### src/hdl/mem_op_pkg.sv
// Processor-side access types for the data memory: op codes, size codes, data and address
package mem_op_pkg;

    // Data word and byte address
    typedef logic [31:0] data_t;
    typedef logic [31:0] addr_t;

    // Byte enables, bit 3 is the most significant byte (offset 0, big-endian)
    typedef logic [3:0] byteen_t;

    // Access size field, op bits 1:0
    typedef logic [1:0] size_t;

    localparam size_t SIZE_WORD = 2'b00;
    localparam size_t SIZE_HALF = 2'b01;
    localparam size_t SIZE_BYTE = 2'b11;

    // Field positions inside the op code
    localparam int OP_STORE_BIT = 3;
    localparam int OP_SIGN_BIT  = 2;

    // Operation codes
    // Bit 3 store, bit 2 sign-extend, bits 1:0 size
    typedef enum logic [3:0] {
        OP_LW  = 4'd0,
        OP_LHU = 4'd1,
        OP_LBU = 4'd3,
        OP_LH  = 4'd5,
        OP_LB  = 4'd7,
        OP_SW  = 4'd8,
        OP_SH  = 4'd9,
        OP_SB  = 4'd11
    } mem_op_t;

endpackage

### src/hdl/bus_pkg.sv
// Memory bus request and response structs plus exception cause codes
package bus_pkg;

    // Exception cause as seen by the processor
    typedef logic [31:0] ecause_t;

    // No exception
    localparam ecause_t ECAUSE_NONE = 32'd0;
    // Data bus error, unmapped target word
    localparam ecause_t ECAUSE_DBE  = 32'd7;

    // Request from the processor interface towards a target
    typedef struct packed {
        mem_op_pkg::addr_t   address;
        mem_op_pkg::byteen_t byteen;
        logic                we;
        logic                en;
        // Store data already on its byte lanes
        mem_op_pkg::data_t   writedata;
    } bus_req_t;

    // Response from a target
    typedef struct packed {
        // Valid in the cycle after acceptance
        mem_op_pkg::data_t readdata;
        // Target not ready, request must be held
        logic              wait_req;
        // Cause of the accepted access, one cycle after acceptance
        ecause_t           ecause;
    } bus_rsp_t;

endpackage

### src/hdl/data_bus_decoder.sv
// Data bus decoder, routes requests by address bit 31 and merges target responses
module data_bus_decoder
(
    input  logic              clk,
    input  logic              reset,
    input  bus_pkg::bus_req_t req,
    input  bus_pkg::bus_rsp_t ram_rsp,
    input  bus_pkg::bus_rsp_t io_rsp,
    output bus_pkg::bus_req_t ram_req,
    output bus_pkg::bus_req_t io_req,
    output bus_pkg::bus_rsp_t rsp
);

    logic sel_io;
    logic cur_wait;
    logic accept;
    // Target of the last accepted access
    logic rsp_sel_io;

    // Bit 31 set is the I/O region
    assign sel_io = req.address[31];

    // Both targets see the request, only one gets en
    always_comb
    begin
        ram_req    = req;
        ram_req.en = req.en & ~sel_io;
        io_req     = req;
        io_req.en  = req.en & sel_io;
    end

    // Wait from the target being addressed now
    assign cur_wait = sel_io ? io_rsp.wait_req : ram_rsp.wait_req;
    assign accept   = req.en & ~cur_wait;

    always_ff @(posedge clk)
    begin
        if (reset)
            rsp_sel_io <= 1'b0;
        else if (accept)
            rsp_sel_io <= sel_io;
    end

    // Result data and cause follow the accepted target,
    // so a new access to the other target can already be waiting
    always_comb
    begin
        rsp.readdata = rsp_sel_io ? io_rsp.readdata : ram_rsp.readdata;
        rsp.ecause   = rsp_sel_io ? io_rsp.ecause : ram_rsp.ecause;
        rsp.wait_req = cur_wait;
    end

endmodule

### config.mk
export PLATFORM = sky130hd
export DESIGN_NAME = data_bus_decoder
export DESIGN_NICKNAME = d
export VERILOG_FILES = /design/src/hdl/mem_op_pkg.sv /design/src/hdl/bus_pkg.sv /design/src/hdl/data_bus_decoder.sv
export SDC_FILE = /design/constraint.sdc
export NUM_CORES = 1
export LEC_CHECK = 0
export ABC_AREA = 1
export BUFFER_PORTS_ARGS = -buffer_cell sky130_fd_sc_hd__buf_2
export CAP_MARGIN = 30
export CORE_AREA = 5 5 156 158
export DETAILED_ROUTE_END_ITERATION = 8
export DIE_AREA = 0 0 161 163
export GPL_ROUTABILITY_DRIVEN = 0
export SYNTH_ARGS = -nofsm -noshare
export SYNTH_HDL_FRONTEND = slang
export SYNTH_SLANG_ARGS = --single-unit
export TNS_END_PERCENT = 10
### constraint.sdc
create_clock -name clk -period 1 [get_ports clk]
set_input_delay 0.15 -clock clk [delete_from_list [all_inputs] [get_ports clk]]
set_output_delay 0.15 -clock clk [all_outputs]
set_load 0.02 [all_outputs]
Word level (Yosys, flattened, before mapping)
Index checks and enable logic that the tools add are counted.
Storage, ports and cells
  output and inout port bits: 205
  input bits: 202
  register bits: 1
  word-level logic and storage cells: 9
Operators by class
  muxes and demuxes: 3
  bitwise gates (word level): 5
Operators by type and width (number)
  32-bit 2-to-1 mux: 2
  1-bit bitwise AND: 3
  1-bit inverter: 2
  1-bit 2-to-1 mux: 1

Depth between registers and ports, before layout
  depth in word-level cells: 3
  gate-level depth with buffers: 4
  gate-level depth less buffers: 4

Least setup slack after synthesis
Ideal clock, no wire load.
  path kind: flip-flop to output port
  start: register rsp_sel_io
  end: output port rsp[0] (netlist bit)
  path buffers: 2
  data required time: 0.850 ns
  stages on the path, launching flop included: 4
  path slack: -0.119 ns
  data arrival time: 0.969 ns
  cell sequence: dfxtp_1 > buf_6 > buf_6 > mux2_4
RTL lines
  from (decl): line data_bus_decoder.sv:18  | logic rsp_sel_io;
  from (signal assigned): line data_bus_decoder.sv:41  | rsp_sel_io <= sel_io;
  to (decl): line data_bus_decoder.sv:11  | output bus_pkg::bus_rsp_t rsp

==> impl_metrics.py <==
metrics = {
    "outcome": {
        "outcome": "finished, violations left",
        "violations": "setup timing",
    },
    "global_route": {
        "gr-usage-met3_pct": 4.10,
        "grtUsageMet1_pct": 4.09,
        "grt_pass1_wl_um": 9400,
        "grt_pass1_vias": 1638,
        "use_met2_pct": 7.18,
        "grt_use_total_pct": 4.41,
        "antenna_found_initial": 0,
        "top_usage_layer": "met2",
        "grt-ovfl-total": 0,
        "grt_max_degree": 18,
    },
    "finish": {
        "drive_gt1_share_pct": 96.2,
        "antenna_cells_inserted": 0,
        "multi_input_area_um2": 961,
        "mostFrequentLayoutCells": "175 x buf_2, 55 x mux2_4, 27 x buf_6",
        "largest_register": "rsp_sel_io",
        "largest_reg_flops": 1,
        "syn2layout_area_growth_pct": 31.6,
        "num-fill-cells": 2622,
        "stdcell_count": 581,
        "register_area_um2": 23.8,
        "final_common_cell": "buf_2",
        "fin_nets": 495,
        "largestRegisters": "rsp_sel_io x1",
    },
    "synthesis": {
        "avgSynthCellArea_um2": 9.40,
        "yosysTopAreaCell": "buf_4",
        "synthesis.nets": 424,
        "ys_warn_count": 0,
        "synth_seq_area_share_pct": 0.960,
        "synthTopCellsByArea": "buf_4 50%, mux2_4 35%, mux2_2 8.1%",
        "synthCells": 222,
        "ys_types": 11,
        "netlist_area_um2": 2090,
        "synthDominantCellAreaShare_pct": 50.0,
        "synth_seq_cells": 1,
    },
    "clocking": {
        "worstSkewPairLatency_ns": 0,
        "holdBufCountCts": 0,
        "clk_pin_slew_ns": 0,
    },
    "setup_path": {
        "cp-start-kind": "flop",
        "end_kind": "output port",
        "cp.required_ns": 0.85,
        "cp_max_fo": 8,
        "worstSetupPathType": "reg -> out",
        "worstPathArrival_ns": 1.14,
    },
    "sta": {
        "setup_viol": 64,
        "hold_violations": 0,
        "min_period_ns": 1.29,
        "maxSlewHeadroom_pct": 86.9,
        "rsz0062_at_grt": "true",
        "tightestPinTransition_ns": 0.195,
        "setup_ws_ns": -0.292,
        "fmax_mhz": 774,
        "slew_viol_final": 0,
        "whs_ns": 0.300,
        "finalCritPeriodShare_pct": 129,
        "finClkSkew_ns": 0,
    },
    "power_and_ir_drop": {
        "switching_power_w": 0.000586,
        "p_int_w": 0.000803,
        "peakVddDrop_v": 0.000112,
        "power_w": 0.00139,
        "pwr-share-seq_pct": 3.4,
        "power_frac_comb_pct": 96.6,
        "total_leakage_power_nw": 1.41,
        "clkPwrFrac_pct": 0,
        "swShare_pct": 42.2,
        "powerDensity_nw_per_um2": 506,
    },
    "route": {
        "viasPerCell": 2.85,
        "routedWlPerCell_um": 12.8,
        "drtIter0Drc": 23,
        "route.detailed.drc": 0,
        "dr.pass1.iters": 4,
        "drtAntennaViolNets": 0,
        "wirelength_um": 7420,
        "via_count": 1654,
    },
    "floorplan": {
        "rows": 56,
        "dieArea_um2": 26200,
        "start_util_pct": 9.08,
        "chipHeight_um": 163,
        "io_pins": 407,
        "core_area_um2": 23000,
        "die_w_um": 161,
    },
    "placement": {
        "dp_slack_ns": -0.326,
        "hpwl_um": 6220,
        "placed_cells": 576,
        "port_buffers": 202,
    },
    "flow_run": {
        "maxCapViolations": 0,
    },
    "min_path": {
        "hold_path_class": "in -> out",
    },
}
## cells by family after synthesis
logic type	count (synthesis)	share of synthesized area, %
muxes	64	43.4
and+or+nand+nor	6	1.14
AOI/OAI and AO/OA	2	0.480
buffers and inverters	149	54.0
DFF	1	0.960
## final timing paths
path | startpoint | end | slack (ns) | cells past startpoint
min | req[33] | io_req[33] | 0.30 | 0
max | rsp_sel_io | rsp[51] | -0.29 | 4
max reg2reg | rsp_sel_io | rsp_sel_io | 0.07 | 4
min reg2reg | rsp_sel_io | rsp_sel_io | 0.82 | 4
## metal layers
layer	vias to the layer above	wire length (µm)	share of wire, %
met5	-	0	0
met4	0	147	2.0
met3	23	1650	22
met2	227	3380	46
met1	678	2250	30
li1	726	-	-
## critical path, stage by stage, from the launching register on
cell and delay (ns):
dfxtp_4 0.38, buf_12 0.15, clkbuf_16 0.16, mux2_4 0.30, buf_6 0.13
## cell usage after synthesis
cell and count:
a21oi_1 2, buf_2 1, buf_4 139, buf_6 6, dfxtp_1 1, inv_1 3
mux2_2 15, mux2_4 49, nand2_1 3, nand3_1 1, nor2_1 2
## what timing repair did
item | CTS | global route
gates resized for setup | 10 | 59
buffers inserted | 0 | 3
cloned | 0 | 2
setup endpoints to repair | 64 | 64
## power by group through the flow
stage / sequential, W / clock (W) / combinational, W
after detailed placement: 0.0000525 / 0 / 0.00116
after CTS: 0.0000525 / 0 / 0.00119
final: 0.0000475 / 0 / 0.00134
after floorplan: 0.0000445 / 0 / 0.00150
after global routing: 0.0000484 / 0 / 0.00142
after global placement: 0.0000520 / 0 / 0.00116
## area by class of cell
type                       count  area share [%]
sequential                     1           0.866
tap                          290            13.2
multi-input combinational     72            35.0
inverter                       3           0.410
timing repair buffer         215            50.5
## through the flow
| step | utilization, % | setup TNS, ns | area [µm²] |
|---|---|---|---|
| final | 11.9 | -15.09 | 2740 |
| after floorplan | - | -5.78 | 2110 |
| after global routing | 11.9 | -17.49 | 2740 |
| after detailed placement | 10.6 | -17.83 | 2430 |
| after global placement | 10.6 | -17.20 | 2430 |
| after CTS | 10.7 | -17.86 | 2460 |
No activity file was read; power rests on OpenSTA's default activity.
