[src/hdl/mem_op_pkg.sv]
// Processor-side access types for the data memory: op codes, size codes, data and address
package mem_op_pkg;

    // Data word and byte address
    typedef logic [31:0] data_t;
    typedef logic [31:0] addr_t;

    // Byte enables, bit 3 is the most significant byte (offset 0, big-endian)
    typedef logic [3:0] byteen_t;

    // Access size field, op bits 1:0
    typedef logic [1:0] size_t;

    localparam size_t SIZE_WORD = 2'b00;
    localparam size_t SIZE_HALF = 2'b01;
    localparam size_t SIZE_BYTE = 2'b11;

    // Field positions inside the op code
    localparam int OP_STORE_BIT = 3;
    localparam int OP_SIGN_BIT  = 2;

    // Operation codes
    // Bit 3 store, bit 2 sign-extend, bits 1:0 size
    typedef enum logic [3:0] {
        OP_LW  = 4'd0,
        OP_LHU = 4'd1,
        OP_LBU = 4'd3,
        OP_LH  = 4'd5,
        OP_LB  = 4'd7,
        OP_SW  = 4'd8,
        OP_SH  = 4'd9,
        OP_SB  = 4'd11
    } mem_op_t;

endpackage

[src/hdl/bus_pkg.sv]
// Memory bus request and response structs plus exception cause codes
package bus_pkg;

    // Exception cause as seen by the processor
    typedef logic [31:0] ecause_t;

    // No exception
    localparam ecause_t ECAUSE_NONE = 32'd0;
    // Data bus error, unmapped target word
    localparam ecause_t ECAUSE_DBE  = 32'd7;

    // Request from the processor interface towards a target
    typedef struct packed {
        mem_op_pkg::addr_t   address;
        mem_op_pkg::byteen_t byteen;
        logic                we;
        logic                en;
        // Store data already on its byte lanes
        mem_op_pkg::data_t   writedata;
    } bus_req_t;

    // Response from a target
    typedef struct packed {
        // Valid in the cycle after acceptance
        mem_op_pkg::data_t readdata;
        // Target not ready, request must be held
        logic              wait_req;
        // Cause of the accepted access, one cycle after acceptance
        ecause_t           ecause;
    } bus_rsp_t;

endpackage

[src/hdl/io_regs.sv]
// I/O register block, four word registers behind wait states, bus error when unmapped
module io_regs
#(
    parameter int IO_WAIT = 2
)
(
    input  logic              clk,
    input  logic              reset,
    input  bus_pkg::bus_req_t req,
    output bus_pkg::bus_rsp_t rsp
);

    localparam int CNT_W = $clog2(IO_WAIT + 1);

    typedef logic [CNT_W-1:0] wait_cnt_t;

    mem_op_pkg::data_t regs [4];
    mem_op_pkg::data_t read_q;
    bus_pkg::ecause_t  ecause_q;
    wait_cnt_t         wait_cnt;
    logic              wait_req;
    logic              accept;
    logic              mapped;
    logic [1:0]        word_idx;

    // Word indices 0 to 3 only, bit 31 is the region select
    assign mapped   = (req.address[30:4] == '0);
    assign word_idx = req.address[3:2];

    // Wait until IO_WAIT cycles of this access have gone by
    assign wait_req = req.en && (wait_cnt != wait_cnt_t'(IO_WAIT));
    assign accept   = req.en && !wait_req;

    always_ff @(posedge clk)
    begin
        if (reset)
            wait_cnt <= '0;
        else if (!req.en || accept)
            wait_cnt <= '0;
        else
            wait_cnt <= wait_cnt + 1'b1;
    end

    // Registers and cause, stores to unmapped words are dropped
    always_ff @(posedge clk)
    begin
        if (reset)
        begin
            for (int i = 0; i < 4; i++)
                regs[i] <= '0;
            ecause_q <= bus_pkg::ECAUSE_NONE;
        end
        else
        begin
            // Cause only lives for the cycle after acceptance
            ecause_q <= bus_pkg::ECAUSE_NONE;
            if (accept)
            begin
                if (!mapped)
                    ecause_q <= bus_pkg::ECAUSE_DBE;
                else if (req.we)
                begin
                    for (int i = 0; i < 4; i++)
                    begin
                        if (req.byteen[i])
                            regs[word_idx][8*i +: 8] <= req.writedata[8*i +: 8];
                    end
                end
            end
        end
    end

    // Read data captured at acceptance, zero for unmapped words
    always_ff @(posedge clk)
    begin
        if (accept)
            read_q <= mapped ? regs[word_idx] : '0;
    end

    always_comb
    begin
        rsp.readdata = read_q;
        rsp.wait_req = wait_req;
        rsp.ecause   = ecause_q;
    end

endmodule

[config.mk]
export PLATFORM = sky130hd
export DESIGN_NAME = io_regs
export DESIGN_NICKNAME = d
export VERILOG_FILES = /design/src/hdl/mem_op_pkg.sv /design/src/hdl/bus_pkg.sv /design/src/hdl/io_regs.sv
export SDC_FILE = /design/constraint.sdc
export NUM_CORES = 1
export LEC_CHECK = 0
export ABC_AREA = 1
export BUFFER_PORTS_ARGS = -buffer_cell sky130_fd_sc_hd__buf_2
export CAP_MARGIN = 20
export CELL_PAD_IN_SITES_DETAIL_PLACEMENT = 1
export CELL_PAD_IN_SITES_GLOBAL_PLACEMENT = 1
export CORE_MARGIN = 2
export CORE_UTILIZATION = 43
export CTS_CLUSTER_DIAMETER = 80
export DETAILED_ROUTE_END_ITERATION = 8
export PLACE_DENSITY_LB_ADDON = 0.3
export SKIP_CTS_REPAIR_TIMING = 1
export SLEW_MARGIN = 10
export SYNTH_ARGS = -nofsm -noshare
export SYNTH_HDL_FRONTEND = slang
export SYNTH_SLANG_ARGS = --single-unit
[constraint.sdc]
create_clock -name clk -period 6.55 [get_ports clk]
set_input_delay 1.31 -clock clk [delete_from_list [all_inputs] [get_ports clk]]
set_output_delay 1.31 -clock clk [all_outputs]
set_load 0.005 [all_outputs]
Word level (Yosys, flattened, before mapping)
Memory sizes are Yosys's and may differ from the RTL's. A register that Yosys moved wholly into a read port is not among the register bits.
Index checks and enable logic that the tools add are counted.
{"block": "totals", "regBits": 34, "mem_bits_rw": 128, "in_bits": 72, "mem_count": 1}
{"memory": "regs", "depth": 4, "word_bits": 32, "rd": 1, "rd_clocked_by_memory_dff": 1, "wr": 4, "line": "io_regs.sv:17", "source": "mem_op_pkg::data_t regs [4];"}
{"block": "op_classes", "n_addsub": 1, "eq_ne": 1, "n_mux": 30, "n_bitwise": 1, "reduce_logical": 10}
{"cell": "$mux 32", "count": 1}
{"cell": "$reduce_or 32->1", "count": 1}
{"cell": "$logic_not 27->1", "count": 1}
{"cell": "$mux 1", "count": 26}
{"cell": "$mux 4", "count": 1}
{"cell": "$reduce_or 2->1", "count": 2}
{"cell": "$logic_not 1->1", "count": 3}
{"cell": "$mux 3", "count": 1}
{"cell": "$add 2x1->2 const B", "count": 1}
{"cell": "$logic_and 1x1->1", "count": 2}
{"cell": "$mux 2", "count": 1}
{"cell": "$ne 2x2->1 const B", "count": 1}
{"cell": "$logic_or 1x1->1", "count": 1}
{"cell": "$not 1->1", "count": 1}

Longest topological paths before layout
Gate-level depths: netlist of run 1.
{"block": "logic_depth", "depth_word": 9, "ltp_mapped": 11, "mapped_depth_nobuf": 11}

Least setup slack after synthesis of run 1
No wires, ideal clock.
{"block": "synth_path", "path_type": "input-to-reg", "startpoint": "in req[32] (netlist bit)", "endpoint": "mem regs[1][24] (netlist bit), enable pin", "setup_time_ns": 0.329, "arrival_ns": 3.257, "setup_slack_ns": 2.965, "stages": 9, "cell_sequence": "nand2_1 > inv_1 > nand3_1 > nor2_1 > o21ai_2 > nand3_4 > buf_8 > nand4_4 > nand2_1"}
{"item": "start: declaration", "line": "io_regs.sv:9", "source": "input bus_pkg::bus_req_t req,"}
{"item": "end: declaration", "line": "io_regs.sv:17"}

==> results of run 1 <==
## report_power, final
part	leakage [nW]	switching, mW	total, mW	internal (mW)
Clock	0.259	0.419	0.943	0.524
Combinational	1.47	0.0853	0.123	0.0375
Sequential	1.49	0.0116	1.19	1.18
## kinds of logic after synthesis
group | Yosys count
flops | 163
simple gates | 331
buf+inv | 109
other cells | 1
fa+ha+maj | 1
compound gates | 98
## state kept, by name, summed over array words and instances (netlist names)
signal    cells
regs        128
read_q       32
ecause_q      1
wait_cnt      2
## cells in the mapped netlist, drive strengths merged
cell / count
o21ai: 66
nor2: 247
nor3: 2
nand2: 67
nand3: 3
ha: 1
buf: 43
a21oi: 32
conb: 1
nand4: 12
inv: 46
edfxtp: 160
dfxtp: 3
clkbuf: 20
## worst max-delay path by stage
| stage | startpoint | end | cells after the start |
|---|---|---|---|
| after floorplan | req[32] | regs[1][24] | 9 |
| after global placement | req[32] | regs[2][25] | 10 |
| after detailed placement | req[32] | regs[2][25] | 10 |
| after CTS | req[32] | regs[2][29] | 10 |
| after global routing | req[32] | regs[2][28] | 10 |
| final | req[32] | regs[2][29] | 10 |
## through the flow
stage	total power [mW]	utilization, %
detailed placement	1.34	47.5
floorplan	1.30	-
CTS	2.27	50.9
global placement	1.33	47.5
global route	2.33	50.9
finish	2.26	50.9
## metal layers
layer | share of wire, % | track usage [%] | wire, um
met3 | 4.1 | 4.32 | 717
met1 | 41 | 23.5 | 7130
met2 | 53 | 36.4 | 9160
met4 | 2.4 | 9.32 | 422
met5 | 0.040 | 0 | 7
## cells in the final DEF (no fill, tap or decap), types with 2 or more instances in the layout
| cell type | n |
|---|---|
| buf_4 | 5 |
| o21ai_0 | 65 |
| clkbuf_16 | 17 |
| nand4_4 | 8 |
| a21oi_1 | 32 |
| nand2_1 | 66 |
| dfxtp_1 | 3 |
| clkinv_1 | 2 |
| clkinv_4 | 3 |
| inv_2 | 2 |
| inv_1 | 44 |
| nor2_1 | 246 |
| edfxtp_1 | 160 |
| buf_2 | 104 |
| clkinvlp_4 | 5 |
| nand4_2 | 4 |
| nor3_1 | 2 |
| inv_6 | 2 |
| conb_1 | 29 |
## critical path: stages
cell and delay, ns:
buf_2 0.09, nand2_1 0.10, inv_1 0.07, buf_4 0.44
nand3_1 0.21, nor2_1 0.24, o21ai_2 0.11, nand3_4 0.58
nand4_2 0.43, nand2_1 0.47
## final cells by class
| cell class | count | area [um2] |
|---|---|---|
| inverter | 46 | 173 |
| clock inverter | 15 | 135 |
| tap | 220 | 275 |
| sequential | 163 | 4860 |
| clock buffer | 17 | 425 |
| fill | 1897 | 8200 |
| multi-input combinational | 459 | 2070 |
| timing repair buffer | 109 | 558 |
==> results.sh, run 1 <==
export IMPL_cap_violations=0
export IMPL_p_leak_nw=3.22
export IMPL_hold_path_depth=1
export IMPL_place_inst=997
export IMPL_min_delay_start="wait_cnt[0]"
export IMPL_cts_buffers=17
export IMPL_ys_seq_area_share_pct=66.0
export IMPL_r2r_start="wait_cnt[0]"
export IMPL_start_util_pct=44.2
export IMPL_setup_viol_count_final=0
export IMPL_end_kind="flip-flop"
export IMPL_synth_compound_area_share_pct=6.70
export IMPL_yosysWarnings=0
export IMPL_status="complete, no violations"
export IMPL_port_buffers=104
export IMPL_synth_top_area_cell="edfxtp_1"
export IMPL_timing_hold_ws_ns=0.433
export IMPL_synthToLayoutAreaGrowth_pct=15.2
export IMPL_pin_count=137
export IMPL_syn_avg_cell_area_um2=10.5
export IMPL_netlist_instances=703
export IMPL_overflow=0
export IMPL_htree_levels=4
export IMPL_dr_total_vias=5230
export IMPL_critPathKind="input port to flip-flop"
export IMPL_drc=0
export IMPL_synthSimpleGateAreaFrac_pct=19.7
export IMPL_clock_skew_ns=0.00888
export IMPL_ant_nets=0
export IMPL_hold_viol=0
export IMPL_clkSinkCount=163
export IMPL_final_nets=869
export IMPL_r2r_cells=11
export IMPL_track_usage_pct=20.4
export IMPL_die_h_um=135
export IMPL_hpwl_um=10900
export IMPL_min_to="wait_cnt[0]"
export IMPL_finalCriticalPeriod_ns=3.98
export IMPL_fmax_mhz=251
export IMPL_die_x_um=135
export IMPL_crit_arrival_ns=4.06
export IMPL_synth_area_um2=7380
export IMPL_cp_required_ns=6.63
export IMPL_synth_top_area_share_pct=65.1
export IMPL_irDropWorstVdd_uv=179
export IMPL_cts_tree="yes"
export IMPL_fin_cells=1029
export IMPL_grt_pass1_vias=5553
export IMPL_synth_area_top_cells="edfxtp_1 (65%), nor2_1 (13%), o21ai_0 (4.4%)"
export IMPL_drv_slew=0
export IMPL_dr_pass1_iters=4
export IMPL_rows=47
export IMPL_stdcell_area_um2=8500
export IMPL_reg2reg_slack_ns=2.99
export IMPL_core_um2=16700
export IMPL_antenna_found_initial=1
export IMPL_routed_via_density=5.08
export IMPL_rsz0062_at_grt="false"
export IMPL_grt_pass1_wl_um=28000
export IMPL_place_worst_setup_slack_ns=2.11
export IMPL_cts_buffer_depth=2
export IMPL_synth_area_mux_share_pct=0
export IMPL_clockRootBuffer="clkbuf_16"
export IMPL_die_area_um2=18200
export IMPL_ys_ff_latch=163
export IMPL_hp_class="flip-flop to flip-flop"
export IMPL_synth_top_family_by_area="simple AND/OR/NAND/NOR gates"
export IMPL_synth_xor_area_share_pct=0
export IMPL_startpoint_type="input port"
export IMPL_wl_um=17400
export IMPL_crit_fanout=45
export IMPL_min_period_over_period_pct=60.7
export IMPL_layout_drive_gt1_share_pct=19.5
export IMPL_place_gp_congestion=0.784
export IMPL_drt_iter0_drc=264
export IMPL_setup_ws_ns=2.57
export IMPL_diodes=0
export IMPL_wl_per_cell_um=17.0
export IMPL_grt_max_degree=70
export IMPL_setup_tns_ns=0
export IMPL_power_density_nw_per_um2=266
export IMPL_yosysUniqueCellTypes=24
export IMPL_synth_fa_ha_area_share_pct=0.170
export IMPL_path_clk_slew_ns=0.06
export IMPL_r2r_end="regs[2][29]"
export IMPL_relSlewSlack_pct=40.8
export IMPL_tightestPinTransition_ns=0.888
export IMPL_clk_latency_ns=0.43
export IMPL_dpl_instance_area_um2=7940
Note: power is estimated with default switching activity, not from simulation.
==> run 2, diff against run 1 <==
clock period = 3.8 ns   (was 6.55 ns; I/O delays follow)
==> results.sh, run 2 (same netlist as run 1, synthesis figures left out) <==
export IMPL_status="complete, no violations"
export IMPL_irDropWorstVdd_uv=352
export IMPL_hp_class="flip-flop to flip-flop"
export IMPL_startpoint_type="input port"
export IMPL_p_sw_share_pct=22.7
export IMPL_start_util_pct=44.2
export IMPL_clockRootBuffer="clkbuf_16"
export IMPL_rsz0062_at_grt="false"
export IMPL_critPathKind="input port to flip-flop"
export IMPL_max_flop_register="regs"
export IMPL_place_gp_congestion=0.776
export IMPL_diodes=0
export IMPL_critPathTopFamily="simple AND/OR/NAND/NOR gates"
export IMPL_top_regs="regs (128), read_q (32), wait_cnt (2)"
export IMPL_core_um2=16700
export IMPL_grt_max_degree=69
export IMPL_wl_per_cell_um=17.4
export IMPL_hold_path_depth=1
export IMPL_routed_via_density=5.07
export IMPL_ant_nets=0
export IMPL_largest_reg_flops=128
export IMPL_dr_total_vias=5235
export IMPL_grt_pass1_vias=5766
export IMPL_final_nets=873
export IMPL_end_kind="flip-flop"
export IMPL_wl_um=18000
export IMPL_layout_commonest_cell="nor2_1"
export IMPL_path_depth=8
export IMPL_setup_ws_ns=0.954
export IMPL_track_usage_pct=20.8
export IMPL_fill_cells=1885
export IMPL_crit_fanout=29
export IMPL_drt_iter0_drc=344
export IMPL_crit_arrival_ns=2.93
export IMPL_port_buffers=104
export IMPL_dr_pass1_iters=4
export IMPL_clk_latency_ns=0.44
export IMPL_drc=0
export IMPL_p_seq_share_pct=50.4
export IMPL_clock_skew_ns=0.00996
export IMPL_cp_required_ns=3.88
export IMPL_grt_pass1_wl_um=28400
export IMPL_htree_levels=4
export IMPL_pin_count=137
export IMPL_pwr_share_clk_pct=44.4
export IMPL_cap_violations=0
export IMPL_hold_viol=0
export IMPL_cts_buffer_depth=2
export IMPL_p_leak_nw=3.28
export IMPL_clkSinkCount=163
export IMPL_worst_path_buf_inv=2
export IMPL_die_area_um2=18200
export IMPL_setup_tns_ns=0
export IMPL_drv_slew=0
export IMPL_fmax_mhz=351
export IMPL_overflow=0
export IMPL_power_density_nw_per_um2=475
export IMPL_max_stage_delay_ns=0.48
export IMPL_path_cells="buf_2, inv_2, nand3_1, nor2_1, nand2_2, nand3_4, nand4_2, nand2_1"
export IMPL_tightestPinTransition_ns=0.810
export IMPL_netSwitchingPower_mw=0.924
export IMPL_die_x_um=135
export IMPL_synthToLayoutAreaGrowth_pct=16.4
export IMPL_hpwl_um=11500
export IMPL_relSlewSlack_pct=46.0
export IMPL_finalCriticalPeriod_ns=2.85
export IMPL_r2r_cells=11
export IMPL_final_cell_mix="nor2_1 (246), edfxtp_1 (160), buf_2 (104)"
export IMPL_place_worst_setup_slack_ns=0.455
export IMPL_comb_power_share_pct=5.3
export IMPL_min_period_over_period_pct=74.9
export IMPL_die_h_um=135
export IMPL_rows=47
export IMPL_setup_viol_count_final=0
export IMPL_p_int_mw=3.15
export IMPL_slowest_stage="nand2_1"
export IMPL_cts_tree="yes"
export IMPL_layout_drive_gt1_share_pct=20.2
export IMPL_cts_buffers=17
export IMPL_antenna_found_initial=0
export IMPL_path_clk_slew_ns=0.06
run 2: changes by cell type in the layout (fill, tap and decap cells not counted), sizes merged:
| cell | before | now |
|---|---|---|
| buf | 109 | 113 |
| bufinv | 1 | 3 |
| clkinv | 6 | 2 |
| clkinvlp | 5 | 2 |
| inv | 49 | 54 |
run 2: final timing paths:
path	from	endpoint	slack, ns
setup reg to reg	wait_cnt[0]	regs[3][2]	0.98
hold / removal	wait_cnt[0]	wait_cnt[0]	0.42
setup / recovery	reset	regs[2][31]	0.95
hold reg to reg	wait_cnt[0]	wait_cnt[0]	0.42
run 2: power by group through the flow:
stage          Sequential [mW]  Combinational (mW)  Clock (mW)
6_report                  2.05               0.214        1.81
5_1_grt                   2.06               0.243        1.87
4_1_cts                   2.06               0.218        1.82
3_5_place_dp              2.09               0.215           0
3_3_place_gp              2.09               0.204           0
2_1_floorplan             2.09               0.148           0
run 2: worst register-to-register path: stages, from the launching register on:
cell and delay [ns]:
dfxtp_1 0.33, inv_1 0.05, ha_1 0.20, nand2_1 0.11
inv_1 0.07, nand3_1 0.11, nor2_1 0.08, o21ai_2 0.18
nand3_4 0.46, o21ai_0 0.45, nand2_1 0.10, inv_1 0.35
run 2: final cells by class:
cell class                      instances  area (um2)  share of cell area, %
Clock buffer                           17         425                   4.96
Sequential cell                       163        4860                   56.7
Tap cell                              220         275                   3.21
Clock inverter                         15         191                   2.23
Multi-Input combinational cell        459        2070                   24.1
Inverter                               46         173                   2.01
Timing Repair Buffer                  113         588                   6.85
run 2: through the flow:
| stage | area [um2] | cells | power [mW] | hold WS [ns] | util (%) |
|---|---|---|---|---|---|
| detailed placement | 7970 | 1001 | 2.31 | 0.417 | 47.7 |
| floorplan | 7480 | 731 | 2.24 | 0.391 | - |
| CTS | 8580 | 1033 | 4.09 | 0.426 | 51.4 |
| finish | 8580 | 1033 | 4.08 | 0.418 | 51.4 |
| global placement | 7970 | 1001 | 2.29 | 0.398 | 47.7 |
| global route | 8580 | 1033 | 4.18 | 0.453 | 51.4 |
run 2: layer usage:
layer | GRT usage, % | part of all wire (%) | wire (um)
met5 | 0 | 0 | 0
met4 | 9.90 | 2.0 | 360
met2 | 37.5 | 54 | 9630
met3 | 4.50 | 5.9 | 1060
met1 | 23.5 | 39 | 6940
