### src/hdl/mem_op_pkg.sv
// Processor-side access types for the data memory: op codes, size codes, data and address
package mem_op_pkg;

    // Data word and byte address
    typedef logic [31:0] data_t;
    typedef logic [31:0] addr_t;

    // Byte enables, bit 3 is the most significant byte (offset 0, big-endian)
    typedef logic [3:0] byteen_t;

    // Access size field, op bits 1:0
    typedef logic [1:0] size_t;

    localparam size_t SIZE_WORD = 2'b00;
    localparam size_t SIZE_HALF = 2'b01;
    localparam size_t SIZE_BYTE = 2'b11;

    // Field positions inside the op code
    localparam int OP_STORE_BIT = 3;
    localparam int OP_SIGN_BIT  = 2;

    // Operation codes
    // Bit 3 store, bit 2 sign-extend, bits 1:0 size
    typedef enum logic [3:0] {
        OP_LW  = 4'd0,
        OP_LHU = 4'd1,
        OP_LBU = 4'd3,
        OP_LH  = 4'd5,
        OP_LB  = 4'd7,
        OP_SW  = 4'd8,
        OP_SH  = 4'd9,
        OP_SB  = 4'd11
    } mem_op_t;

endpackage

### src/hdl/bus_pkg.sv
// Memory bus request and response structs plus exception cause codes
package bus_pkg;

    // Exception cause as seen by the processor
    typedef logic [31:0] ecause_t;

    // No exception
    localparam ecause_t ECAUSE_NONE = 32'd0;
    // Data bus error, unmapped target word
    localparam ecause_t ECAUSE_DBE  = 32'd7;

    // Request from the processor interface towards a target
    typedef struct packed {
        mem_op_pkg::addr_t   address;
        mem_op_pkg::byteen_t byteen;
        logic                we;
        logic                en;
        // Store data already on its byte lanes
        mem_op_pkg::data_t   writedata;
    } bus_req_t;

    // Response from a target
    typedef struct packed {
        // Valid in the cycle after acceptance
        mem_op_pkg::data_t readdata;
        // Target not ready, request must be held
        logic              wait_req;
        // Cause of the accepted access, one cycle after acceptance
        ecause_t           ecause;
    } bus_rsp_t;

endpackage

### src/hdl/data_mem.sv
// Data memory interface, builds bus requests and returns load result, stall and cause
module data_mem
(
    input  logic                clk,
    input  logic                reset,
    input  logic                en,
    input  mem_op_pkg::mem_op_t op,
    input  mem_op_pkg::addr_t   d_address,
    input  mem_op_pkg::data_t   d_writedata,
    input  bus_pkg::bus_rsp_t   bus_rsp,
    output mem_op_pkg::data_t   d_loadresult,
    output logic                stalled,
    output bus_pkg::ecause_t    ecause,
    output bus_pkg::bus_req_t   bus_req
);

    mem_op_pkg::byteen_t lane_byteen;
    mem_op_pkg::data_t   lane_data;
    logic                accept;

    // Access fields captured at acceptance, used in the result cycle
    logic [1:0]          offset_q;
    mem_op_pkg::size_t   size_q;
    logic                sign_q;

    store_data_translator i_store_data_translator
    (
        .write_data  (d_writedata),
        .byte_offset (d_address[1:0]),
        .store_size  (op[1:0]),
        .byteen      (lane_byteen),
        .lane_data   (lane_data)
    );

    // Request goes out straight from the processor side
    always_comb
    begin
        bus_req.address   = d_address;
        bus_req.byteen    = lane_byteen;
        bus_req.we        = op[mem_op_pkg::OP_STORE_BIT];
        bus_req.en        = en;
        bus_req.writedata = lane_data;
    end

    // Accepted when no target holds the bus
    assign accept = en & ~bus_rsp.wait_req;

    always_ff @(posedge clk)
    begin
        if (reset)
        begin
            offset_q <= 2'b00;
            size_q   <= mem_op_pkg::SIZE_WORD;
            sign_q   <= 1'b0;
        end
        else if (accept)
        begin
            offset_q <= d_address[1:0];
            size_q   <= op[1:0];
            sign_q   <= op[mem_op_pkg::OP_SIGN_BIT];
        end
    end

    load_data_translator i_load_data_translator
    (
        .read_data   (bus_rsp.readdata),
        .byte_offset (offset_q),
        .load_size   (size_q),
        .sign_ext    (sign_q),
        .load_result (d_loadresult)
    );

    // Bus wait stalls the processor
    assign stalled = bus_rsp.wait_req;
    assign ecause  = bus_rsp.ecause;

endmodule

### src/hdl/load_data_translator.sv
// Load data translator, picks a byte or halfword from read data and extends it
module load_data_translator
(
    input  mem_op_pkg::data_t read_data,
    input  logic [1:0]        byte_offset,
    input  mem_op_pkg::size_t load_size,
    input  logic              sign_ext,
    output mem_op_pkg::data_t load_result
);

    logic [7:0]  sel_byte;
    logic [15:0] sel_half;

    // Byte select mirrors the store lanes
    always_comb
    begin
        case (byte_offset)
            2'd0:    sel_byte = read_data[31:24];
            2'd1:    sel_byte = read_data[23:16];
            2'd2:    sel_byte = read_data[15:8];
            default: sel_byte = read_data[7:0];
        endcase
    end

    // Upper half at even halfword offset
    assign sel_half = byte_offset[1] ? read_data[15:0] : read_data[31:16];

    always_comb
    begin
        case (load_size)
            mem_op_pkg::SIZE_BYTE:
            begin
                // Fill with the top bit only for signed loads
                load_result = {{24{sign_ext & sel_byte[7]}}, sel_byte};
            end
            mem_op_pkg::SIZE_HALF:
            begin
                load_result = {{16{sign_ext & sel_half[15]}}, sel_half};
            end
            default:
            begin
                // Word loads pass straight through
                load_result = read_data;
            end
        endcase
    end

endmodule

### src/hdl/store_data_translator.sv
// Store data translator, puts store data on big-endian byte lanes with byte enables
module store_data_translator
(
    input  mem_op_pkg::data_t   write_data,
    input  logic [1:0]          byte_offset,
    input  mem_op_pkg::size_t   store_size,
    output mem_op_pkg::byteen_t byteen,
    output mem_op_pkg::data_t   lane_data
);

    always_comb
    begin
        case (store_size)
            mem_op_pkg::SIZE_BYTE:
            begin
                // Lane 3 minus offset, offset 0 is the top byte
                case (byte_offset)
                    2'd0:
                    begin
                        byteen    = 4'b1000;
                        lane_data = {write_data[7:0], 24'b0};
                    end
                    2'd1:
                    begin
                        byteen    = 4'b0100;
                        lane_data = {8'b0, write_data[7:0], 16'b0};
                    end
                    2'd2:
                    begin
                        byteen    = 4'b0010;
                        lane_data = {16'b0, write_data[7:0], 8'b0};
                    end
                    default:
                    begin
                        byteen    = 4'b0001;
                        lane_data = {24'b0, write_data[7:0]};
                    end
                endcase
            end
            mem_op_pkg::SIZE_HALF:
            begin
                // Offset bit 0 ignored for halfwords
                if (!byte_offset[1])
                begin
                    byteen    = 4'b1100;
                    lane_data = {write_data[15:0], 16'b0};
                end
                else
                begin
                    byteen    = 4'b0011;
                    lane_data = {16'b0, write_data[15:0]};
                end
            end
            default:
            begin
                // Word store, all lanes
                byteen    = 4'b1111;
                lane_data = write_data;
            end
        endcase
    end

endmodule

### config.mk
export PLATFORM = sky130hd
export DESIGN_NAME = data_mem
export DESIGN_NICKNAME = d
export VERILOG_FILES = /design/src/hdl/mem_op_pkg.sv /design/src/hdl/bus_pkg.sv /design/src/hdl/data_mem.sv /design/src/hdl/load_data_translator.sv /design/src/hdl/store_data_translator.sv
export SDC_FILE = /design/constraint.sdc
export NUM_CORES = 1
export LEC_CHECK = 0
export BUFFER_PORTS_ARGS = -buffer_cell sky130_fd_sc_hd__buf_2
export CAP_MARGIN = 40
export CORE_AREA = 2 2 106 108
export DETAILED_ROUTE_END_ITERATION = 16
export DIE_AREA = 0 0 108 110
export GPL_TIMING_DRIVEN = 0
export MAX_ROUTING_LAYER = met4
export PLACE_DENSITY = 0.57
export SETUP_SLACK_MARGIN = 0.5
export SYNTH_ARGS = -nofsm -noshare
export SYNTH_HDL_FRONTEND = slang
export SYNTH_SLANG_ARGS = --single-unit
### constraint.sdc
create_clock -name clk -period 2.7 [get_ports clk]
set_input_delay 0.405 -clock clk [delete_from_list [all_inputs] [get_ports clk]]
set_output_delay 0.405 -clock clk [all_outputs]
set_load 0.03 [all_outputs]
# Yosys cells after proc, flatten, opt, wreduce, memory -nomap -nowiden
# Index checks and enable logic that the tools add are counted.
[totals]
ff_bits = 5
in_bits = 136
[op_classes]
n_eq_ne = 8
n_mux = 9
bitwise_logic = 4
n_reduce_logical = 2
[op_table]
columns = ["operator", "count"]
rows = [
  ["32-bit case mux with 2 select lines", 2],
  ["32-bit case mux with 3 select lines", 1],
  ["32-bit two-way mux", 1],
  ["8-bit case mux with 3 select lines", 1],
  ["16-bit two-way mux", 1],
  ["4-bit case mux with 3 select lines", 1],
  ["2-bit by 1-bit equality test with 1-bit output (second input constant)", 4],
  ["2-bit equality test (second input constant)", 4],
  ["4-bit case mux with 2 select lines", 1],
  ["2-bit logical NOT", 2],
  ["4-bit two-way mux", 1],
  ["1-bit bitwise AND", 3],
  ["1-bit inverter", 1],
]

# Longest topological paths before layout
# Gate-level depths: netlist (run 1).
[logic_depth]
word_depth = 4
depth_mapped = 6
mapped_depth_nobuf = 4

# By module
# A second synthesis (run 1) with hierarchy kept.
[unflattened]
cells_unflattened = 268
area_unflattened_um2 = 1928.1
[modules_own_cells]
columns = ["mod", "instances", "cells_per_inst", "area_per_inst_um2"]
rows = [
  ["data_mem", 1, 88, 729.4],
  ["load_data_translator", 1, 112, 695.7],
  ["store_data_translator", 1, 68, 503.0],
]

# Worst setup path before layout (run 1)
# Ideal clock, no wire load.
[synth_path]
path_type = "reg2out"
startpoint = "reg offset_q[0]"
endpoint = "out d_loadresult[1]"
t_arrival_ns = 1.524
required_time_ns = 2.295
path_slack_ns = 0.771
path_stages_with_launch = 6
path_cell_list = "dfxtp_1 nand2b_1 buf_2 a21oi_1 nor2_1 a21oi_1"
[synth_between]
elab_chain_cells = 3
[synth_rtl]
columns = ["item", "line", "source"]
rows = [
  ["start: declaration", "data_mem.sv:22", "logic [1:0] offset_q;"],
  ["start signal: assignment", "data_mem.sv:58", "offset_q <= d_address[1:0];"],
  ["2-bit equality test, or another cell as far along", "load_data_translator.sv:17", "case (byte_offset)"],
  ["8-bit case mux with 3 select lines *", "load_data_translator.sv:17", ""],
  ["32-bit case mux with 2 select lines *", "load_data_translator.sv:30", "case (load_size)"],
  ["end: declaration", "data_mem.sv:11", "output mem_op_pkg::data_t d_loadresult,"],
]
# Every way passes the cells marked *; elsewhere a longest branch is shown, timed or not.

# Final worst setup path (run 1)
[layout_path]
startpoint = "reg offset_q[1]"
endpoint = "out d_loadresult[14]"
[layout_between]
elab_chain_cells = 4
[layout_rtl]
columns = ["item", "line", "source"]
rows = [
  ["2-bit equality test, or another cell as far along", "load_data_translator.sv:17", ""],
  ["8-bit case mux with 3 select lines", "load_data_translator.sv:17", ""],
  ["1-bit bitwise AND", "load_data_translator.sv:34", "load_result = {{24{sign_ext & sel_byte[7]}}, sel_byte};"],
  ["32-bit case mux with 2 select lines *", "load_data_translator.sv:30", ""],
]
# Marked as above.

==> results of run 1 <==
-- kinds of logic (layout without fill, tap and decap cells) --
group | after synthesis | in the layout | synth area share, %
flops | 5 | 5 | 5.431
compound gates | 94 | 94 | 33.40
mux | 9 | 9 | 5.159
buf+inv | 120 | 334 | 38.83
simple gates | 68 | 68 | 17.18
-- layout make-up --
cell class,instances,share of cell area (%)
clock buffer,3,1.290
inverter,37,4.338
buffer,83,18.29
multi-input combinational,171,33.41
sequential,5,3.126
tap,140,5.471
timing repair buffer,210,33.92
clock inverter,1,0.1563
-- cell usage after synthesis, types with 2 or more instances --
cell	number
clkbuf_1	12
a22oi_1	9
mux2i_1	8
buf_4	68
nor2b_1	3
nor2_1	24
inv_1	37
a22o_1	16
o21ai_0	36
buf_2	2
dfxtp_1	5
nand2_1	23
o22ai_1	7
a211o_1	4
and2_1	9
a21oi_1	14
nand2b_1	5
o22a_1	3
-- registers in the layout (all words and copies together) (netlist names) --
signal    cells
sign_q        1
size_q        2
offset_q      2
-- how the worst max path moves through the flow --
stage	startpoint	endpoint	slack (ns)	cells after the start
2_1_floorplan	offset_q[0]	d_loadresult[1]	0.77	5
3_3_place_gp	d_address[1]	bus_req[26]	0.46	6
3_5_place_dp	d_address[1]	bus_req[26]	0.46	6
4_1_cts	offset_q[1]	d_loadresult[14]	0.50	6
5_1_grt	offset_q[1]	d_loadresult[13]	0.47	6
6_report	offset_q[1]	d_loadresult[14]	0.52	6
-- per-stage QoR --
stage,std cells,utilization [%]
floorplan,296,-
global placement,643,28.55
detailed placement,643,28.55
CTS,650,29.67
global route,650,29.93
finish,650,29.93
-- power by group through the flow --
stage | Combinational [mW] | Clock [mW] | Sequential [mW]
after floorplan | 0.493 | 0 | 0.0811
after global placement | 0.718 | 0 | 0.0818
after detailed placement | 0.720 | 0 | 0.0820
after CTS | 0.734 | 0.142 | 0.0811
after global routing | 0.785 | 0.148 | 0.0814
final | 0.738 | 0.138 | 0.0810
-- per-layer routing --
metal	vias to the layer above	track usage (%)
li1	1353	-
met1	1251	13.79
met2	199	26.91
met3	12	0.8230
met4	0	3.388
met5	-	-
-- critical path, cell delays in order (launching register included) --
cell and delay (ns):
dfxtp_1 0.32, buf_6 0.13, mux2_4 0.33, o2bb2ai_2 0.14
and3_4 0.21, a211o_1 0.28, buf_6 0.14
-- what timing repair did --
item,CTS,global route
pin swaps,1,1
gates resized for setup,13,12
setup endpoints to repair,29,22
buffers inserted,3,0
==> impl_metrics.yaml, run 1 <==
pwr:
  internal_power_uw: 446.2
  power.total_uw: 956.8
  p_leak_nw: 1.856
  swShare_pct: 53.36
  pwr-share-comb_pct: 77.1
  p_switching_uw: 510.5
  ir_worst_vdd_mv: 0.1067
  clock_power_share_pct: 14.4
  seqPwrFrac_pct: 8.5
  powerDensity_nw_per_um2: 298.8
clock_tree:
  htree_levels: 1
  cts_tree: "yes"
  holdBufCountCts: 0
  numCtsBuffers: 3
  root_buffer: "clkbuf_8"
  clock_path_buffers: 2
  clock_latency_ns: 0.22
  clk_pin_slew_worst_paths_ns: 0.04
  cts.sink_count: 5
place:
  placed_cell_area_um2: 3054
  pre_cts_ws_ns: 0.4574
  dp_hpwl_um: 7246
  portBuffers: 207
  place_congestion: 0.7836
sta:
  setup_viol: 0
  final.setup.tns_ns: 0
  slew_headroom_pct: 58.72
  fin_crit_sh_pct: 80.70
  setup_ws_ns: 0.5211
  timing.fmax_ghz: 0.4590
  clock_skew_ns: 0
  rsz0062_at_grt: "true"
  hold_violations: 0
  min_period_ns: 2.179
  finalMaxSlewViolations: 0
  hold_slack_ns: 0.4077
  tightestPinTransition_ns: 0.6191
layout:
  multi_input_area_um2: 1070
  fin_area_um2: 3202
  final_common_cell: "buf_2"
  n_antenna_cell: 0
  num-fill-cells: 1181
  regArea_um2: 100.1
  syn2layout_area_growth_pct: 73.73
  drive_gt1_share_pct: 58.43
  final_nets: 647
  layout_common_cells: "204 x buf_2, 71 x buf_4, 37 x inv_1"
floorplan:
  fp.dieH_um: 110
  initial_core_util_pct: 17.23
  io_pins: 271
  die_x_um: 108
  die-area_um2: 11880
  fp.coreArea_um2: 10700
  core.rowCount: 38
yosys:
  syn_area_um2: 1843
  yosys_warnings: 0
  synth.top_cells.by_area: "buf_4 28%, o21ai_0 9.8%, a22o_1 7.6%, inv_1 7.5%, dfxtp_1 5.4%"
  syn_nets: 432
  synth_top_area_cell: "buf_4"
  async_flop_share_pct: 0
  ys.flop_type: "dfxtp_1"
  synth_area_per_cell_um2: 6.226
  synth_edf_count: 0
  ys_ff_latch: 5
  yosysTopAreaCellShare_pct: 27.70
  yosys.cell_types.count: 29
  seq_area_frac_synth_pct: 5.431
  synthCells: 296
global_routing:
  antenna_found_initial: 0
  grt_usage_pct: 13.25
  grt_max_degree: 11
  grt_first_pass_wirelength_um: 11990
  overflow: 0
  grt_pass1_vias: 2432
worst_hold_path:
  min-delay-start: "reset"
  min_path_type: "primary input to flip-flop"
  whs_endpoint: "size_q[1]"
  min_path_cells: 2
detailed_routing:
  dr_wl_met3_um: 802
  route.detailed.drc: 0
  avgRoutedWirePerCell_um: 13.36
  routed_via_density: 4.331
  wl_um: 8683
  m1WireLength_um: 3156
  routed.top_layer: "met4"
  drt-pass1-iter-count: 4
  first_iter_violations: 131
  drt.antenna.violating_nets: 0
  vias: 2815
  dr_wl_met2_um: 4581
outcome:
  status: "finished, final reports clean"
setup_path:
  crit_arrival_ns: 1.77
  end_kind: "output port"
  worstReg2RegEnd: "size_q[0]"
  r2r_slack_ns: 1.62
  crit_type: "flip-flop to output port"
  worstPathRequired_ns: 2.30
  reg2reg_depth: 5
  reg2reg_from: "size_q[0]"
  critical_path.startpoint_type: "flip-flop"
  cp_max_fo: 5
job:
  maxCapViolCount: 0
Note: power is estimated with default switching activity, not from simulation.
==> run 2: changes to the inputs <==
Settings changed: ABC_AREA set to 1, PLACE_DENSITY 0.57 to 0.59.
Clock period 2.7 ns to 1.96 ns, I/O delays scaled along.
==> run 2 against run 1 <==
Net effect: synthesized area rose by 4.8%; synthesized cell count increased by 13%; die area unchanged; register-to-register slack lost 0.81 ns.
==> impl_metrics.yaml, run 2 <==
clock_tree:
  numCtsBuffers: 3
  htree_levels: 1
  cts.sink_count: 5
  clk_pin_slew_worst_paths_ns: 0.03
  root_buffer: "clkbuf_8"
  clock_latency_ns: 0.22
  clock_path_buffers: 2
  holdBufCountCts: 0
  cts_tree: "yes"
sta:
  min_period_ns: 1.809
  final.setup.tns_ns: 0
  clock_skew_ns: 0
  tightestPinTransition_ns: 0.5576
  fin_crit_sh_pct: 92.32
  slew_headroom_pct: 62.69
  setup_viol: 0
  rsz0062_at_grt: "true"
  timing.fmax_ghz: 0.5527
  finalMaxSlewViolations: 0
  hold_violations: 0
  setup_ws_ns: 0.1506
detailed_routing:
  drt-pass1-iter-count: 4
  drt.antenna.violating_nets: 0
  routed_via_density: 4.478
  avgRoutedWirePerCell_um: 14.24
  route.detailed.drc: 0
  vias: 3215
  wl_um: 10220
  first_iter_violations: 161
setup_path:
  crit_arrival_ns: 1.52
  crit_type: "flip-flop to output port"
  r2r_slack_ns: 0.81
  path_buf_inv: 3
  worstPathCellList: "buf_6 -> nor2_4 -> nand2_2 -> nand3_2 -> nand3_4 -> buf_12 -> nand3_2 -> buf_6"
  end_kind: "output port"
  cp_max_fo: 6
  critPathTopFamily: "buffers and inverters"
  max_stage_delay_ns: 0.33
  worstReg2RegEnd: "offset_q[1]"
  reg2reg_depth: 6
  slowest_stage: "dfxtp_2"
  critical_path.startpoint_type: "flip-flop"
  reg2reg_from: "offset_q[1]"
  worstPathRequired_ns: 1.67
floorplan:
  die_x_um: 108
  io_pins: 271
  die-area_um2: 11880
  core.rowCount: 38
  fp.coreArea_um2: 10700
  initial_core_util_pct: 18.05
  fp.dieH_um: 110
global_routing:
  grt_first_pass_wirelength_um: 14030
  grt_max_degree: 11
  grt_use_met1_pct: 14.84
  grt_usage_pct: 15.31
  busiest_layer: "met2"
  grtUsageMet3_pct: 1.411
  overflow: 0
  use_met2_pct: 30.91
  grt_pass1_vias: 2952
  antenna_found_initial: 1
outcome:
  status: "finished, final reports clean"
yosys:
  seq_area_frac_synth_pct: 5.185
  yosysMostFrequentCell: "nand2_1"
  yosys_warnings: 0
  async_flop_share_pct: 0
  synthCells: 335
  ys.flop_type: "dfxtp_1"
  synth_area_per_cell_um2: 5.763
  yosys.cell_types.count: 29
  yosysTopAreaCellShare_pct: 26.05
  syn_area_um2: 1931
  synth_edf_count: 0
  synth.top_cells.by_area: "buf_4 26%, nand2_1 21%, nand3_1 11%, nand3_2 6.2%, dfxtp_1 5.2%"
  synth_top_area_cell: "buf_4"
  yosys-top-cells-count: "109 x nand2_1, 67 x buf_4, 43 x nand3_1, 17 x nor2_1"
  ys_ff_latch: 5
  syn_nets: 471
place:
  portBuffers: 206
  place_congestion: 0.8020
  dp_hpwl_um: 7562
  pre_cts_ws_ns: 0.09779
layout:
  layout_common_cells: "151 x buf_2, 100 x nand2_1, 97 x buf_4"
  final_nets: 714
  post-route-util_pct: 40.21
  drive_gt1_share_pct: 72.10
  num-fill-cells: 1069
  syn2layout_area_growth_pct: 122.8
  final_common_cell: "buf_2"
  top_regs: "offset_q x2, size_q x2, sign_q x1"
pwr:
  seqPwrFrac_pct: 7.2
  swShare_pct: 51.56
  ir_worst_vdd_mv: 0.1858
  p_leak_nw: 2.402
  pwr-share-comb_pct: 81.1
  clock_power_share_pct: 11.7
  internal_power_uw: 794.3
  p_switching_uw: 845.5
  powerDensity_nw_per_um2: 381.2
worst_hold_path:
  whs_endpoint: "size_q[1]"
  min_path_type: "primary input to flip-flop"
  min-delay-start: "reset"
  min_path_cells: 2
job:
  maxCapViolCount: 0
==> run 2: cell count changes after synthesis, sizes merged, moves of 5 or more <==
cell,before,now
nand2,23,111
nand3,0,57
o21ai,36,14
inv,37,17
a22o,16,0
a21oi,14,3
and2,9,0
clkbuf,12,3
mux2i,8,0
or2,0,8
o22ai,7,0
nor2,24,18
nand2b,5,0
o31ai,0,5
==> run 2: routing by layer <==
metal | part of all wire (%) | vias up
met1 | 34 | 1439
li1 | - | 1525
met3 | 8.2 | 31
met4 | 4.1 | 0
met2 | 54 | 220
met5 | 0 | -
==> run 2: kinds of logic after synthesis <==
logic type,count (synthesis),synth area share (%)
AOI/OAI and AO/OA,35,11.99
buffers and inverters,98,34.22
and+or+nand+nor,197,48.61
DFF,5,5.185
==> run 2: per-stage QoR <==
step	cell area, um2	hold slack (ns)	total power, mW	cells
2_1_floorplan	2046	0.3631	0.8659	335
3_3_place_gp	3252	0.5217	1.186	681
3_5_place_dp	3252	0.5252	1.192	681
4_1_cts	3928	0.2853	1.546	708
5_1_grt	4302	0.2873	1.733	718
6_report	4302	0.2854	1.640	718
==> run 2: how the worst max path moves through the flow <==
stage | from | endpoint | depth (start not counted)
2_1_floorplan | d_address[1] | bus_req[22] | 3
3_3_place_gp | d_address[0] | bus_req[34] | 6
3_5_place_dp | d_address[0] | bus_req[34] | 6
4_1_cts | offset_q[1] | d_loadresult[15] | 8
5_1_grt | offset_q[1] | d_loadresult[25] | 8
6_report | offset_q[1] | d_loadresult[16] | 8
==> run 2: power groups by stage <==
stage / Sequential, mW / Combinational [mW] / Clock (mW)
floorplan: 0.116 / 0.750 / 0
detailed placement: 0.118 / 1.07 / 0
CTS: 0.117 / 1.23 / 0.196
finish: 0.119 / 1.33 / 0.192
global route: 0.120 / 1.41 / 0.206
global placement: 0.118 / 1.07 / 0
==> run 2: final cells by class <==
cell class | instances | area, um2 | share of cell area [%]
flip-flops and latches | 5 | 112.6 | 2.618
diodes | 1 | 2.502 | 0.05817
clock buffers | 4 | 45.04 | 1.047
multi-input cells | 233 | 1529 | 35.54
repair buffers | 237 | 1684 | 39.15
well taps | 140 | 175.2 | 4.072
inverters | 20 | 123.9 | 2.880
plain buffers | 78 | 629.4 | 14.63
==> run 2: timing repair <==
| item | in CTS | in global routing |
|---|---|---|
| endpoints found under the setup margin | 65 | 54 |
| endpoints found under the hold margin | 0 | 0 |
| pin swaps | 16 | 18 |
| gates resized for setup | 130 | 76 |
| gates cloned | 3 | 2 |
| setup buffers | 20 | 7 |
==> run 2: worst reg2reg max path, cell delays in order, from the launching register on <==
cell and delay (ns):
dfxtp_2 0.33, buf_6 0.14, buf_6 0.12, clkbuf_16 0.14, buf_4 0.13, nor2_1 0.10
a211oi_1 0.05
==> run 3: changes to the inputs <==
Settings changed: CORE_AREA 2 2 106 108 to 2 2 105 107, DIE_AREA 0 0 108 110 to 0 0 107 109, PLACE_DENSITY 0.59 to 0.58.
Clock period 1.96 ns to 2.2 ns, I/O delays scaled along.
==> run 3 against run 2 <==
Net effect: critical path depth is the same; die area shrank 1.8%; power shrank 15%; clock power shrank 11%; global-route usage shrank 0.34 points; utilization shrank 2.7 points; combinational power shrank 17%; clock-buffer cell count is the same; critical endpoint is now d_loadresult[22].
==> impl_metrics.yaml, run 3 (synthesized netlist as in run 2, its figures left out) <==
global_routing:
  grt_first_pass_wirelength_um: 13830
  grt_usage_pct: 14.97
  grt_pass1_vias: 2954
  antenna_found_initial: 0
  grt_max_degree: 11
  overflow: 0
setup_path:
  crit_type: "flip-flop to output port"
  slowest_stage: "dfxtp_2"
  max_stage_delay_ns: 0.36
  cp_max_fo: 10
  cp_common_cell: "nand3_2"
  worstPathRequired_ns: 1.87
  critical_path.startpoint_type: "flip-flop"
  crit_arrival_ns: 1.52
  end_kind: "output port"
  path_buf_inv: 3
  worstPathCellList: "buf_6 -> nor2_4 -> nand2_1 -> nand3_2 -> nand3_4 -> buf_8 -> nand3_2 -> buf_4"
  critPathTopFamily: "buffers and inverters"
sta:
  tightestPinTransition_ns: 0.5079
  setup_viol: 0
  final.setup.tns_ns: 0
  finalMaxSlewViolations: 0
  rsz0062_at_grt: "true"
  fin_crit_sh_pct: 84.28
  clock_skew_ns: 0
  setup_ws_ns: 0.3459
  slew_headroom_pct: 66.01
  hold_violations: 0
  timing.fmax_ghz: 0.5393
  min_period_ns: 1.854
worst_hold_path:
  min_path_type: "primary input to flip-flop"
clock_tree:
  htree_levels: 1
  numCtsBuffers: 3
  cts_tree: "yes"
  root_buffer: "clkbuf_8"
  holdBufCountCts: 0
  clk_pin_slew_worst_paths_ns: 0.03
  clock_path_buffers: 2
  clock_latency_ns: 0.22
  cts.sink_count: 5
pwr:
  p_leak_nw: 2.306
  ir_worst_vdd_mv: 0.1618
  power.total_mw: 1.391
  powerDensity_nw_per_um2: 349.6
job:
  maxCapViolCount: 0
layout:
  n_antenna_cell: 0
  num-fill-cells: 1152
  final_nets: 708
  final_common_cell: "buf_2"
  layout_common_cells: "166 x buf_2, 106 x nand2_1, 98 x buf_4"
  drive_gt1_share_pct: 66.55
  top_regs: "offset_q x2, size_q x2, sign_q x1"
  finalNonFillerCells: 711
  syn2layout_area_growth_pct: 106.1
place:
  dp_hpwl_um: 7392
  portBuffers: 206
  placed_cells: 681
  pre_cts_ws_ns: 0.3039
  place_congestion: 0.8241
outcome:
  status: "finished, final reports clean"
floorplan:
  die-area_um2: 11660
  die_x_um: 107
  io_pins: 271
  core.rowCount: 38
  fp.dieH_um: 109
  fp.coreArea_um2: 10600
  initial_core_util_pct: 18.21
detailed_routing:
  avgRoutedWirePerCell_um: 13.96
  route.detailed.drc: 0
  wl_um: 9927
  first_iter_violations: 160
  vias: 3106
  drt.antenna.violating_nets: 0
  routed_via_density: 4.368
  drt-pass1-iter-count: 5
==> run 3: cell count changes in the layout (fill, tap and decap cells not counted), sizes merged <==
cell,before,now
clkbuf,14,11
buf,305,303
clkinv,4,3
clkinvlp,0,1
diode,1,0
nand2,112,111
==> run 3: power by group <==
group          switching [mW]  internal [mW]
sequential            0.00974         0.0957
clock                  0.0463          0.124
combinational           0.669          0.446
==> run 3: worst register-to-register path, delay by kind of cell, from the launching register on <==
| family | cells | cell delay (ns) |
|---|---|---|
| buffers and inverters | 4 | 0.57 |
| and+or+nand+nor | 1 | 0.10 |
| AOI/OAI and AO/OA | 1 | 0.05 |
| DFF | 1 | 0.33 |
==> run 3: final cells by class <==
class	count	area, um2	area share, %
timing repair buffer	232	1511	37.99
multi-input combinational	232	1406	35.35
buffer	78	615.6	15.47
tap	140	175.2	4.403
sequential	5	112.6	2.830
inverter	20	112.6	2.830
clock buffer	4	45.04	1.132
==> run 3: worst paths after layout <==
check              startpoint                to  slack, ns  cells after the start
setup / recovery  offset_q[1]  d_loadresult[22]       0.35                      8
setup reg to reg  offset_q[1]       offset_q[1]       1.01                      6
hold / removal          reset         size_q[1]       0.32                      2
hold reg to reg     size_q[1]         size_q[1]       0.51                      2
==> run 3: what timing repair did <==
item,CTS,global route
pin swaps,8,10
buffers inserted,14,9
gates resized for setup,100,60
setup endpoints to repair,63,49
cloned,2,1
==> run 3: metal layers <==
metal,track usage (%),vias up,wire length (um)
li1,-,1504,-
met1,16.03,1378,3554
met2,29.57,204,5448
met3,1.076,20,793
met4,3.989,0,131
met5,-,-,0
==> run 3: stage by stage <==
step	cell area, um2	hold slack [ns]	utilization [%]
global placement	3142	0.5187	29.63
detailed placement	3142	0.5226	29.63
finish	3979	0.3179	37.53
global route	3979	0.3304	37.53
floorplan	1936	0.3991	-
CTS	3666	0.3147	34.58
